[src/common/fpalu_pkg.sv]
/* Shared widths, biases and types of the FP29i / FP16 arithmetic unit.
   Every design file refers to these by scoped name. */
package fpalu_pkg;

	// FP29i: sign, 6b exponent, 22b mantissa without hidden bit
	// Value = man * 2^(exp - 52), always kept denormalized
	typedef logic [5:0] exp_t;	// FP29i exponent, bias 31
	typedef logic [21:0] man_t;	// FP29i mantissa, right aligned

	// FP16 as seen by the multiplier
	// Hidden bit is 1 unless the exponent is zero
	typedef logic [4:0] hexp_t;	// FP16 exponent, bias 15

	// Adder word, one guard bit above the mantissa
	// Holds the carry of an add or the product of two significands
	typedef logic [22:0] sum_t;

	// Alignment shift or leading-zero count
	// Count of 23 is possible for an all-zero word
	typedef logic [4:0] shamt_t;

	// Operation select, one per valid cycle
	typedef enum logic {
		OP_ADD = 1'b0,	// FP29i + FP29i
		OP_MUL = 1'b1	// FP16 * FP16 -> FP29i
	} fpalu_op_t;

	// Exponent biases
	localparam int AL_EXP_BIAS = 31;	// FP29i
	localparam int ML_EXP_BIAS = 15;	// FP16

	// Multiplier geometry
	localparam int ML_MAN_BITS = 11;	// FP16 significand incl. hidden bit
	localparam int PP_BITS = 12;	// Booth partial product, one bit over the significand

	// Product re-bias in short
	//   y_exp = ea + eb - 2*ML_EXP_BIAS + AL_EXP_BIAS + 2 - lzc
	// The +2 covers the binary point of the 11x11 product
	// sitting two places below the FP29i mantissa scale

	// Add result in short
	//   y_exp = max(ea, eb) + 1 - lzc
	//   y_man = top 22 bits of (sum << lzc)
	// Exponents wrap, no overflow detection

	// Alignment
	//   smaller operand is shifted right by |ea - eb|
	//   bits shifted out are dropped, no sticky or rounding
	//   distance at or above the shift limit flushes it to zero

endpackage

[src/common/fpalu_operand_if.sv]
/* Stage-2 operand bundle from the alignment front end to the shared
   adder and normalizer. Driven from registers, read in stage 3. */
interface fpalu_operand_if;

	logic valid;	// Operation in this slot
	fpalu_pkg::fpalu_op_t op;
	logic skip;	// Add with zero L, R passes through
	fpalu_pkg::sum_t lhs;	// L, or R on skip
	fpalu_pkg::sum_t rhs;	// Aligned R, inverted on subtract
	logic sub;	// Signs differ, also adder carry-in
	fpalu_pkg::exp_t exp_a;	// Masked to 5b on multiply
	fpalu_pkg::exp_t exp_b;
	logic a_ge_b;	// A is L
	logic sign_a;
	logic sign_b;

	modport front (
		output valid, op, skip, lhs, rhs, sub,
		output exp_a, exp_b, a_ge_b, sign_a, sign_b
	);

	modport back (
		input valid, op, skip, lhs, rhs, sub,
		input exp_a, exp_b, a_ge_b, sign_a, sign_b
	);

endinterface

[src/hw/align/operand_align.sv]
/* Add-path front end: exponent compare, operand exchange, right alignment
   and zero bypass. Two register stages into the operand bundle. */
module operand_align #(
	parameter int ALIGN_SHIFT_MAX = 32	// Shift distance that gives zero
) (
	input  logic                 clk,
	input  logic                 rst,
	input  logic                 in_valid,
	input  fpalu_pkg::fpalu_op_t op,
	input  logic                 a_sgn,
	input  fpalu_pkg::exp_t      a_exp,
	input  fpalu_pkg::man_t      a_man,
	input  logic                 b_sgn,
	input  fpalu_pkg::exp_t      b_exp,
	input  fpalu_pkg::man_t      b_man,
	fpalu_operand_if.front       o
);

	localparam int EW = $bits(fpalu_pkg::exp_t);

	logic [EW:0]          ediff;	// One extra bit for the borrow
	logic                 a_lt_b;
	fpalu_pkg::exp_t      d_abs;

	// Stage 1 registers
	logic                 v1;
	fpalu_pkg::fpalu_op_t op1;
	logic                 age1;	// A is L
	fpalu_pkg::exp_t      d1;	// |ea - eb|
	fpalu_pkg::man_t      lhs1;
	fpalu_pkg::man_t      rhs1;
	logic                 sub1;
	logic                 sa1, sb1;
	fpalu_pkg::exp_t      ea1, eb1;

	// Stage 2 combinational
	fpalu_pkg::man_t      rsh;
	fpalu_pkg::man_t      rsh_g;
	logic                 lhs_zero;

	// Stage 1: compare and exchange
	always_comb begin
		ediff = {1'b0, a_exp} - {1'b0, b_exp};
		a_lt_b = ediff[EW];	// Borrow out
		d_abs = a_lt_b ? fpalu_pkg::exp_t'(~ediff + 1'b1) : ediff[EW-1:0];
	end

	always_ff @(posedge clk) begin
		if (in_valid) begin
			op1 <= op;
			age1 <= ~a_lt_b;	// Tie keeps A as L
			d1 <= d_abs;
			lhs1 <= a_lt_b ? b_man : a_man;	// Exchange while the difference settles
			rhs1 <= a_lt_b ? a_man : b_man;
			sub1 <= a_sgn ^ b_sgn;
			sa1 <= a_sgn;
			sb1 <= b_sgn;
			if (op == fpalu_pkg::OP_MUL) begin
				// FP16 exponent lives in the low 5 bits
				ea1 <= fpalu_pkg::exp_t'(fpalu_pkg::hexp_t'(a_exp));
				eb1 <= fpalu_pkg::exp_t'(fpalu_pkg::hexp_t'(b_exp));
			end else begin
				ea1 <= a_exp;
				eb1 <= b_exp;
			end
		end
	end

	// Stage 2: align, zero detect, invert
	always_comb begin
		rsh = rhs1 >> fpalu_pkg::shamt_t'(d1);	// Truncating, zero fill
		rsh_g = (d1 >= ALIGN_SHIFT_MAX) ? '0 : rsh;	// Far below L
		lhs_zero = (lhs1 == '0);
	end

	always_ff @(posedge clk) begin
		o.op <= op1;
		o.skip <= (op1 == fpalu_pkg::OP_ADD) && lhs_zero;
		o.lhs <= lhs_zero ? {1'b0, rhs1} : {1'b0, lhs1};	// Bypass rides on lhs
		o.rhs <= sub1 ? ~{1'b0, rsh_g} : {1'b0, rsh_g};	// Ones complement, +1 via sub
		o.sub <= sub1;
		o.exp_a <= ea1;
		o.exp_b <= eb1;
		o.a_ge_b <= age1;
		o.sign_a <= sa1;
		o.sign_b <= sb1;
	end

	// Valid chain
	always_ff @(posedge clk) begin
		if (rst) begin
			v1 <= 1'b0;
			o.valid <= 1'b0;
		end else begin
			v1 <= in_valid;
			o.valid <= v1;
		end
	end

	// An accepted operation must carry a defined opcode
	assert property (@(posedge clk) disable iff (rst) in_valid |-> !$isunknown(op));

endmodule

[src/hw/mul/booth_mul.sv]
/* FP16 significand multiplier, radix-4 Booth with two partial sums.
   Partial products registered in stage 1, partial sums in stage 2. */
module booth_mul (
	input  logic                          clk,
	input  logic                          in_valid,
	input  fpalu_pkg::fpalu_op_t          op,
	input  fpalu_pkg::exp_t               a_exp,
	input  fpalu_pkg::man_t               a_man,
	input  fpalu_pkg::exp_t               b_exp,
	input  fpalu_pkg::man_t               b_man,
	output logic [fpalu_pkg::PP_BITS+6:0] ps0,	// pp0..pp2 with sign constants
	output logic [fpalu_pkg::PP_BITS+3:0] ps1,	// pp3..pp5, offset by 6
	output logic                          s2	// +1 of pp2 for stage 3
);

	localparam int ML = fpalu_pkg::ML_MAN_BITS;
	localparam int PP = fpalu_pkg::PP_BITS;
	localparam int NPP = 6;	// ceil((11 + 1) / 2) digits

	fpalu_pkg::hexp_t      ha_exp, hb_exp;
	logic [ML-1:0]         sig_a;	// Multiplicand
	logic [ML-1:0]         sig_b;	// Booth-encoded operand
	logic [2*NPP+1:0]      bcode;	// Zero padded both ends
	logic [NPP-1:0][PP-1:0] pp;
	logic [NPP-1:0]        neg;

	logic [NPP-1:0][PP-1:0] pp_r;
	logic [NPP-1:0]        neg_r;
	logic [PP+6:0]         ps0_c;
	logic [PP+3:0]         ps1_c;

	// One Booth digit as {negative, ones-complement partial product}
	function automatic logic [PP:0] booth_digit(input logic [ML-1:0] m, input logic [2:0] g);
		logic one;
		logic two;
		logic dneg;
		logic [PP-1:0] mag;
		one = g[0] ^ g[1];	// +-1
		two = (g == 3'b011) || (g == 3'b100);	// +-2
		dneg = g[2] & ~(g[1] & g[0]);	// 111 is a plain zero
		mag = one ? {1'b0, m} : (two ? {m, 1'b0} : '0);
		return {dneg, dneg ? ~mag : mag};
	endfunction

	// Hidden bit, or denormal fraction moved up one place
	always_comb begin
		ha_exp = fpalu_pkg::hexp_t'(a_exp);
		hb_exp = fpalu_pkg::hexp_t'(b_exp);
		sig_a = (ha_exp == '0) ? {a_man[ML-2:0], 1'b0} : {1'b1, a_man[ML-2:0]};
		sig_b = (hb_exp == '0) ? {b_man[ML-2:0], 1'b0} : {1'b1, b_man[ML-2:0]};
		bcode = {2'b00, sig_b, 1'b0};
	end

	// Partial product generation
	always_comb begin
		for (int k = 0; k < NPP; k++) begin
			{neg[k], pp[k]} = booth_digit(sig_a, bcode[2*k +: 3]);
		end
	end

	// Loaded only on multiplies so adds leave it quiet
	always_ff @(posedge clk) begin
		if (in_valid && op == fpalu_pkg::OP_MUL) begin
			pp_r <= pp;
			neg_r <= neg;
		end
	end

	// Reduction with sign-extension constants
	// First PP carries {~s, s, s}, the rest {1, ~s}
	// Each +1 correction sits under the next PP
	always_comb begin
		ps0_c = {4'b0000, ~neg_r[0], {2{neg_r[0]}}, pp_r[0]};
		ps0_c = ps0_c + {4'b0001, ~neg_r[1], pp_r[1], 1'b0, neg_r[0]};
		ps0_c = ps0_c + {2'b01, ~neg_r[2], pp_r[2], 1'b0, neg_r[1], 2'b00};
		ps1_c = {3'b001, ~neg_r[3], pp_r[3]};
		ps1_c = ps1_c + {1'b1, ~neg_r[4], pp_r[4], 1'b0, neg_r[3]};
		ps1_c = ps1_c + {pp_r[5], 1'b0, neg_r[4], 2'b00};	// Top digit is never negative
	end

	// Stays put when pp_r holds
	always_ff @(posedge clk) begin
		ps0 <= ps0_c;
		ps1 <= ps1_c;
		s2 <= neg_r[2];
	end

	// Sums rebuild the unsigned product with the top digit taken as positive
	assert property (@(posedge clk) $past(in_valid && op == fpalu_pkg::OP_MUL, 2) |->
		(({3'b000, ps0} + {ps1, 6'b000000} + {17'd0, s2, 4'b0000})
			== ({11'd0, $past(sig_a, 2)} * {11'd0, $past(sig_b, 2)})));

endmodule

[src/hw/sum_normalize.sv]
/* Shared back end with carry adder for add and product, leading-zero count,
   normalizing shift, exponent and sign. Output is combinational off stage 5. */
module sum_normalize (
	input  logic                          clk,
	input  logic                          rst,
	fpalu_operand_if.back                 i,
	input  logic [fpalu_pkg::PP_BITS+6:0] ps0,
	input  logic [fpalu_pkg::PP_BITS+3:0] ps1,
	input  logic                          s2,
	output logic                          out_valid,
	output logic                          y_sgn,
	output fpalu_pkg::exp_t               y_exp,
	output fpalu_pkg::man_t               y_man
);

	localparam int SW = $bits(fpalu_pkg::sum_t);

	// Stage 3 combinational
	fpalu_pkg::sum_t      add_l, add_r, add_y;
	logic                 add_c;

	// Stage 3 registers
	logic                 v3;
	fpalu_pkg::fpalu_op_t op3;
	logic                 skip3, age3, sa3, sb3;
	fpalu_pkg::exp_t      ea3, eb3;
	fpalu_pkg::sum_t      word_r;	// Adder result
	fpalu_pkg::man_t      byp_r;	// Bypass mantissa

	// Stage 4 registers
	fpalu_pkg::fpalu_op_t op4;
	logic                 skip4, age4, sa4, sb4;
	fpalu_pkg::exp_t      ea4, eb4;
	fpalu_pkg::shamt_t    lzc_r;
	fpalu_pkg::sum_t      word4_r;
	fpalu_pkg::man_t      byp4_r;

	// Stage 5 combinational
	fpalu_pkg::sum_t      norm_w;
	fpalu_pkg::exp_t      l_exp;

	// Leading zeros of the adder word and SW for an all-zero word
	function automatic fpalu_pkg::shamt_t lzc(input fpalu_pkg::sum_t w);
		fpalu_pkg::shamt_t n;
		n = fpalu_pkg::shamt_t'(SW);
		for (int k = 0; k < SW; k++) begin
			if (w[k])
				n = fpalu_pkg::shamt_t'(SW - 1 - k);	// Highest set bit wins
		end
		return n;
	endfunction

	// Stage 3 operand select and add
	always_comb begin
		if (i.op == fpalu_pkg::OP_MUL) begin
			add_l = {4'b0000, ps0};
			add_r = {1'b0, ps1, 1'b0, s2, 4'b0000};	// ps1 weight 2^6, s2 at 2^4
			add_c = 1'b0;
		end else begin
			add_l = i.lhs;
			add_r = i.rhs;
			add_c = i.sub;	// Completes the twos complement
		end
		add_y = add_l + add_r + SW'(add_c);
		if (i.op == fpalu_pkg::OP_MUL)
			add_y[SW-1] = 1'b0;	// Product is 22b so the constant overflow goes
	end

	always_ff @(posedge clk) begin
		op3 <= i.op;
		skip3 <= i.skip;
		age3 <= i.a_ge_b;
		sa3 <= i.sign_a;
		sb3 <= i.sign_b;
		ea3 <= i.exp_a;
		eb3 <= i.exp_b;
		if (i.valid && !i.skip)
			word_r <= add_y;
		if (i.valid && i.skip)
			byp_r <= i.lhs[SW-2:0];	// R unchanged and adder result unused
	end

	// Stage 4 leading-zero count
	always_ff @(posedge clk) begin
		op4 <= op3;
		skip4 <= skip3;
		age4 <= age3;
		sa4 <= sa3;
		sb4 <= sb3;
		ea4 <= ea3;
		eb4 <= eb3;
		lzc_r <= lzc(word_r);	// Idle across bypasses
		word4_r <= word_r;
		byp4_r <= byp_r;
	end

	// Valid chain
	always_ff @(posedge clk) begin
		if (rst) begin
			v3 <= 1'b0;
			out_valid <= 1'b0;
		end else begin
			v3 <= i.valid;
			out_valid <= v3;
		end
	end

	// Stage 5 normalize, exponent and sign
	always_comb begin
		norm_w = word4_r << lzc_r;
		l_exp = age4 ? ea4 : eb4;
		if (skip4) begin
			// R as it came in
			y_man = byp4_r;
			y_exp = age4 ? eb4 : ea4;
			y_sgn = age4 ? sb4 : sa4;
		end else if (op4 == fpalu_pkg::OP_MUL) begin
			y_man = norm_w[SW-1:1];
			y_exp = fpalu_pkg::exp_t'(ea4 + eb4 + fpalu_pkg::AL_EXP_BIAS + 2
				- 2 * fpalu_pkg::ML_EXP_BIAS - lzc_r);	// Wraps
			y_sgn = sa4 ^ sb4;
		end else begin
			y_man = norm_w[SW-1:1];
			y_exp = fpalu_pkg::exp_t'(l_exp + 1 - lzc_r);	// Guard bit adds one
			y_sgn = (sa4 ^ sb4) ? (sa4 ^ ~age4) : sa4;	// Subtract follows L
		end
	end

	// A result slot never carries undefined bits
	assert property (@(posedge clk) disable iff (rst)
		out_valid |-> !$isunknown({y_sgn, y_exp, y_man}));

endmodule

[src/hw/fpalu_top.sv]
/* Top of the FP29i adder / FP16 multiplier for the FIR datapath.
   One operation per clock, result on out_valid 4 cycles after sampling. */
module fpalu_top #(
	parameter int ALIGN_SHIFT_MAX = 32	// Alignment distance that flushes R
) (
	input  logic                 clk,
	input  logic                 rst,
	input  logic                 in_valid,	// One-cycle strobe, no back-pressure
	input  fpalu_pkg::fpalu_op_t op,
	input  logic                 a_sgn,
	input  fpalu_pkg::exp_t      a_exp,	// Low 5b only on multiply
	input  fpalu_pkg::man_t      a_man,	// Low 10b only on multiply
	input  logic                 b_sgn,
	input  fpalu_pkg::exp_t      b_exp,
	input  fpalu_pkg::man_t      b_man,
	output logic                 out_valid,
	output logic                 y_sgn,
	output fpalu_pkg::exp_t      y_exp,
	output fpalu_pkg::man_t      y_man
);

	// Booth partial sums, registered alongside the operand bundle
	logic [fpalu_pkg::PP_BITS+6:0] ps0;	// pp0..pp2
	logic [fpalu_pkg::PP_BITS+3:0] ps1;	// pp3..pp5, weight 2^6
	logic                          s2;	// Deferred +1 of pp2

	fpalu_operand_if opnd_if ();

	// Stages 1-2, add path
	operand_align #(
		.ALIGN_SHIFT_MAX(ALIGN_SHIFT_MAX)
	) u_align (
		.clk     (clk),
		.rst     (rst),
		.in_valid(in_valid),
		.op      (op),
		.a_sgn   (a_sgn),
		.a_exp   (a_exp),
		.a_man   (a_man),
		.b_sgn   (b_sgn),
		.b_exp   (b_exp),
		.b_man   (b_man),
		.o       (opnd_if.front)
	);

	// Stages 1-2, multiply path
	booth_mul u_mul (
		.clk     (clk),
		.in_valid(in_valid),
		.op      (op),
		.a_exp   (a_exp),
		.a_man   (a_man),
		.b_exp   (b_exp),
		.b_man   (b_man),
		.ps0     (ps0),
		.ps1     (ps1),
		.s2      (s2)
	);

	// Stages 3-5, shared adder and normalizer
	sum_normalize u_norm (
		.clk      (clk),
		.rst      (rst),
		.i        (opnd_if.back),
		.ps0      (ps0),
		.ps1      (ps1),
		.s2       (s2),
		.out_valid(out_valid),
		.y_sgn    (y_sgn),
		.y_exp    (y_exp),
		.y_man    (y_man)
	);

endmodule

[config.mk]
export PLATFORM = sky130hd
export DESIGN_NAME = fpalu_top
export DESIGN_NICKNAME = d
export VERILOG_FILES = /design/src/common/fpalu_pkg.sv /design/src/common/fpalu_operand_if.sv /design/src/hw/align/operand_align.sv /design/src/hw/mul/booth_mul.sv /design/src/hw/sum_normalize.sv /design/src/hw/fpalu_top.sv
export SDC_FILE = /design/constraint.sdc
export NUM_CORES = 1
export LEC_CHECK = 0
export BUFFER_PORTS_ARGS = -buffer_cell sky130_fd_sc_hd__buf_2
export CAP_MARGIN = 25
export CELL_PAD_IN_SITES_DETAIL_PLACEMENT = 0
export CELL_PAD_IN_SITES_GLOBAL_PLACEMENT = 1
export CORE_MARGIN = 4
export CORE_UTILIZATION = 32
export CTS_BUF_LIST = sky130_fd_sc_hd__clkbuf_8
export DETAILED_ROUTE_END_ITERATION = 8
export PLACE_DENSITY = 0.64
export SLEW_MARGIN = 30
export SYNTH_ARGS = -nofsm -noshare
export SYNTH_HDL_FRONTEND = slang
export SYNTH_SLANG_ARGS = --single-unit
[constraint.sdc]
create_clock -name clk -period 4.6 [get_ports clk]
set_input_delay 0.23 -clock clk [delete_from_list [all_inputs] [get_ports clk]]
set_output_delay 0.23 -clock clk [all_outputs]
set_load 0.005 [all_outputs]
==> results.json <==
{
  "initial_utilization_pct": 32.3,
  "seq_area_sq_um": 9420,
  "power_frac_comb_pct": 33.7,
  "synthTopCellsByCount": "edfxtp_1 (189), dfxtp_1 (187), nand2_1 (121), xnor2_1 (105), ha_1 (101)",
  "hold_slack_ns": 0.0749,
  "firstDrtPassIters": 5,
  "antenna_found_initial": 2,
  "yosys.area.top_type": "edfxtp_1",
  "slew_viol_final": 0,
  "use_met3_pct": 2.91,
  "dp_hpwl_mm": 40.4,
  "die_w_um": 258,
  "synth_edf_count": 189,
  "critPathBufInv": 3,
  "hold_path.class": "input port to register",
  "synth_area_sq_um": 20000,
  "crit_arrival_ns": 3.43,
  "drive_gt1_share_pct": 20.5,
  "tritoncts": "yes",
  "p_sw_mw": 3.93,
  "grt_usage_pct": 16.2,
  "dpl-instance-area_sq_um": 21200,
  "core_sq_um": 61700,
  "r2r-end": "u_mul.ps0[16]",
  "clkLatencyLatePin_ns": 0.64,
  "synth_area_leaders": "edfxtp_1 (28%), dfxtp_1 (19%), ha_1 (6.3%), xnor2_1 (4.6%), mux2_2 (4.4%)",
  "required_ns": 4.37,
  "cts.path.max_buffers": 3,
  "syn_inst": 1738,
  "die_area_sq_um": 66400,
  "reg2reg_slack_ns": 1.04,
  "tightest_slew_ns": 0.901,
  "fin_util_pct": 37.6,
  "yosysMostFrequentCell": "edfxtp_1",
  "grt_overflow": 0,
  "gr-usage-met1_pct": 22.0,
  "ys_async_sr_fraction_pct": 0,
  "multi_input_area_sq_um": 9790,
  "crit_path_start": "u_norm.age4",
  "critPathTopFamily": "flip-flops",
  "postCtsSetupRepairBufs": 0,
  "syn_avg_cell_area_sq_um": 11.5,
  "power_per_cell_area_nw_per_um2": 495,
  "pin_count": 92,
  "wl_per_cell_um": 19.4,
  "min_period_over_period_pct": 79.6,
  "drtAntennaViolNets": 0,
  "route.detailed.drc": 0,
  "worstSetupPathDepth": 12,
  "grtUsageMet2_pct": 26.2,
  "vias": 13900,
  "ys.warnings.count": 0,
  "swShare_pct": 34.2,
  "r2r-start": "u_mul.pp_r[2]",
  "skew_ns": 0.0376,
  "max_stage_delay_ns": 0.82,
  "layout.nets": 2088,
  "die_h_um": 258,
  "syn_nets": 1921,
  "syn2layout_area_growth_pct": 16.4,
  "cp-endpoint": "y_exp[5]",
  "internal_power_mw": 7.57,
  "rsz0062_at_grt": "false",
  "finalSetupViolCount": 0,
  "worst_ir_drop_vdd_v": 0.000202,
  "slew_headroom_pct": 39.8,
  "synth_top_cell_area_share_pct": 28.4,
  "cts_buffers": 69,
  "seqPwrFrac_pct": 39.2,
  "grt_pass1_vias": 14000,
  "grt_pass1_wl_mm": 83.2,
  "fmax_mhz": 273,
  "ff2ff_path_depth": 13,
  "vias_per_cell": 4.98,
  "cp-start-kind": "register",
  "ys_ff_latch": 376,
  "top_usage_layer": "met2",
  "root_buffer": "clkbuf_8",
  "path_cells": "mux2_2 > ha_1 > ha_1 > inv_1 > fa_1 > inv_1 > a21o_1 > a21oi_1 > xnor2_1 > o21ai_0 > o21ai_0 > buf_2",
  "rows": 91,
  "cts_sinks": 376,
  "synth-main-ff-cell": "edfxtp_1",
  "final_hold_viol_count": 0,
  "portBuffers": 91,
  "worstSetupEndpointType": "output port",
  "cap_violations": 0,
  "status": "finished clean",
  "worstSetupPathType": "register to output port",
  "cp_max_fo": 18,
  "ys_seq_area_share_pct": 47.2,
  "gp_congestion": 0.873,
  "crit_slowest_cell": "dfxtp_1",
  "synth_cell_type_count": 88,
  "fillerInstances": 6099,
  "post-route-min-period_ns": 3.66,
  "clk_pin_slew_ns": 0.06,
  "grt_max_degree": 69,
  "final_cell_area_sq_um": 23200,
  "h-tree-depth": 3,
  "wirelength_mm": 54.2,
  "p_leak_nw": 9.10,
  "drt-initial-drc-count": 1038,
  "fin_tns_setup_ns": 0,
  "clkPwrFrac_pct": 27.0
}
-- worst register-to-register path, stage by stage, from the launching register on --
cell and delay [ns]:
edfxtp_1 0.38, ha_1 0.36, a31oi_1 0.29, o21bai_1 0.13
o41a_1 0.39, a21oi_1 0.17, o21bai_1 0.09, xor2_1 0.15
ha_1 0.31, o21ai_0 0.20, or2_2 0.37, o21ai_0 0.26
o22ai_1 0.16, xnor2_1 0.15
-- cell usage in the layout (no fill, tap or decap), types with 25 or more instances in the layout --
master         netlist  layout
clkbuf_8             0      79
dlygate4sd3_1        0      68
xnor2_1            105     105
dfxtp_1            187     185
o21ai_0             62      62
xor2_1              29      29
inv_1               92     113
nand3_1             25      25
nand2_1            121     121
mux4_2              30      30
mux2_2              78      78
a22oi_2             30      30
mux2i_1             43      43
nor2b_1             29      28
buf_2               17      90
a22oi_1             26      26
nor2_1              86      86
a21oi_1             80      79
a21o_1              41      41
edfxtp_1           189     189
ha_1               101     101
-- routing by layer --
layer	share of wire, %	up-vias
met1	47	6728
li1	-	6708
met5	0	-
met3	4.8	89
met4	2.6	0
met2	46	384
-- power by group through the flow --
stage,Clock (mW),Sequential [mW],Combinational (mW)
CTS,3.21,4.51,3.89
detailed placement,0,4.58,3.81
floorplan,0,4.33,2.92
global placement,0,4.57,3.78
global route,3.37,4.55,4.31
finish,3.11,4.51,3.88
-- layout make-up --
type,instances,share of cell area (%)
Timing Repair Buffer,178,5.55
Tap cell,837,4.51
Clock inverter,41,1.03
Antenna cell,1,0.0108
Clock buffer,79,4.68
Inverter,94,1.52
Multi-Input combinational cell,1186,42.1
Sequential cell,376,40.6
-- state kept, by name, indices dropped and copies added (netlist names), 16 cells and up --
register	flops
u_mul.pp_r	72
u_align.rhs1	22
u_mul.ps1	16
u_norm.byp_r	22
u_align.o.rhs	23
u_mul.ps0	19
u_norm.byp4_r	22
u_norm.word_r	23
u_align.o.lhs	22
u_align.lhs1	22
u_norm.word4_r	23
-- kinds of logic after synthesis --
logic type / after synthesis / synth area share [%]
compound gates: 408 / 15.1
flops: 376 / 47.2
simple gates: 362 / 8.86
buf+inv: 176 / 3.87
mux: 161 / 10.7
xor+xnor: 134 / 5.88
fa+ha+maj: 121 / 8.34
-- worst min-delay path by stage --
stage	to	startpoint	cells after the start	slack, ns
floorplan	u_align.o.valid	rst	1	0.30
global placement	u_norm.ea3[0]	u_align.o.exp_a[0]	0	0.31
detailed placement	u_norm.skip4	u_norm.skip3	0	0.31
CTS	u_align.lhs1[5]	b_man[5]	3	0.003
global route	u_align.rhs1[8]	b_man[8]	2	0.02
finish	u_align.lhs1[5]	b_man[5]	3	0.07
-- stage by stage --
stage                     power (mW)  std cells  setup WS [ns]
final                           11.5       2792          0.938
after global routing            12.2       2792          0.574
after CTS                       11.6       2790          0.806
after detailed placement        8.38       2602           1.17
after global placement          8.36       2602           1.22
after floorplan                 7.25       1738           1.11
-- what timing repair did --
item                                    4_1_cts  5_1_grt
endpoints found under the hold margin        62        0
resized for setup                             0        0
endpoints found under the setup margin        0        0
hold buffers                                 68        0
(Power assumes the default switching activity.)
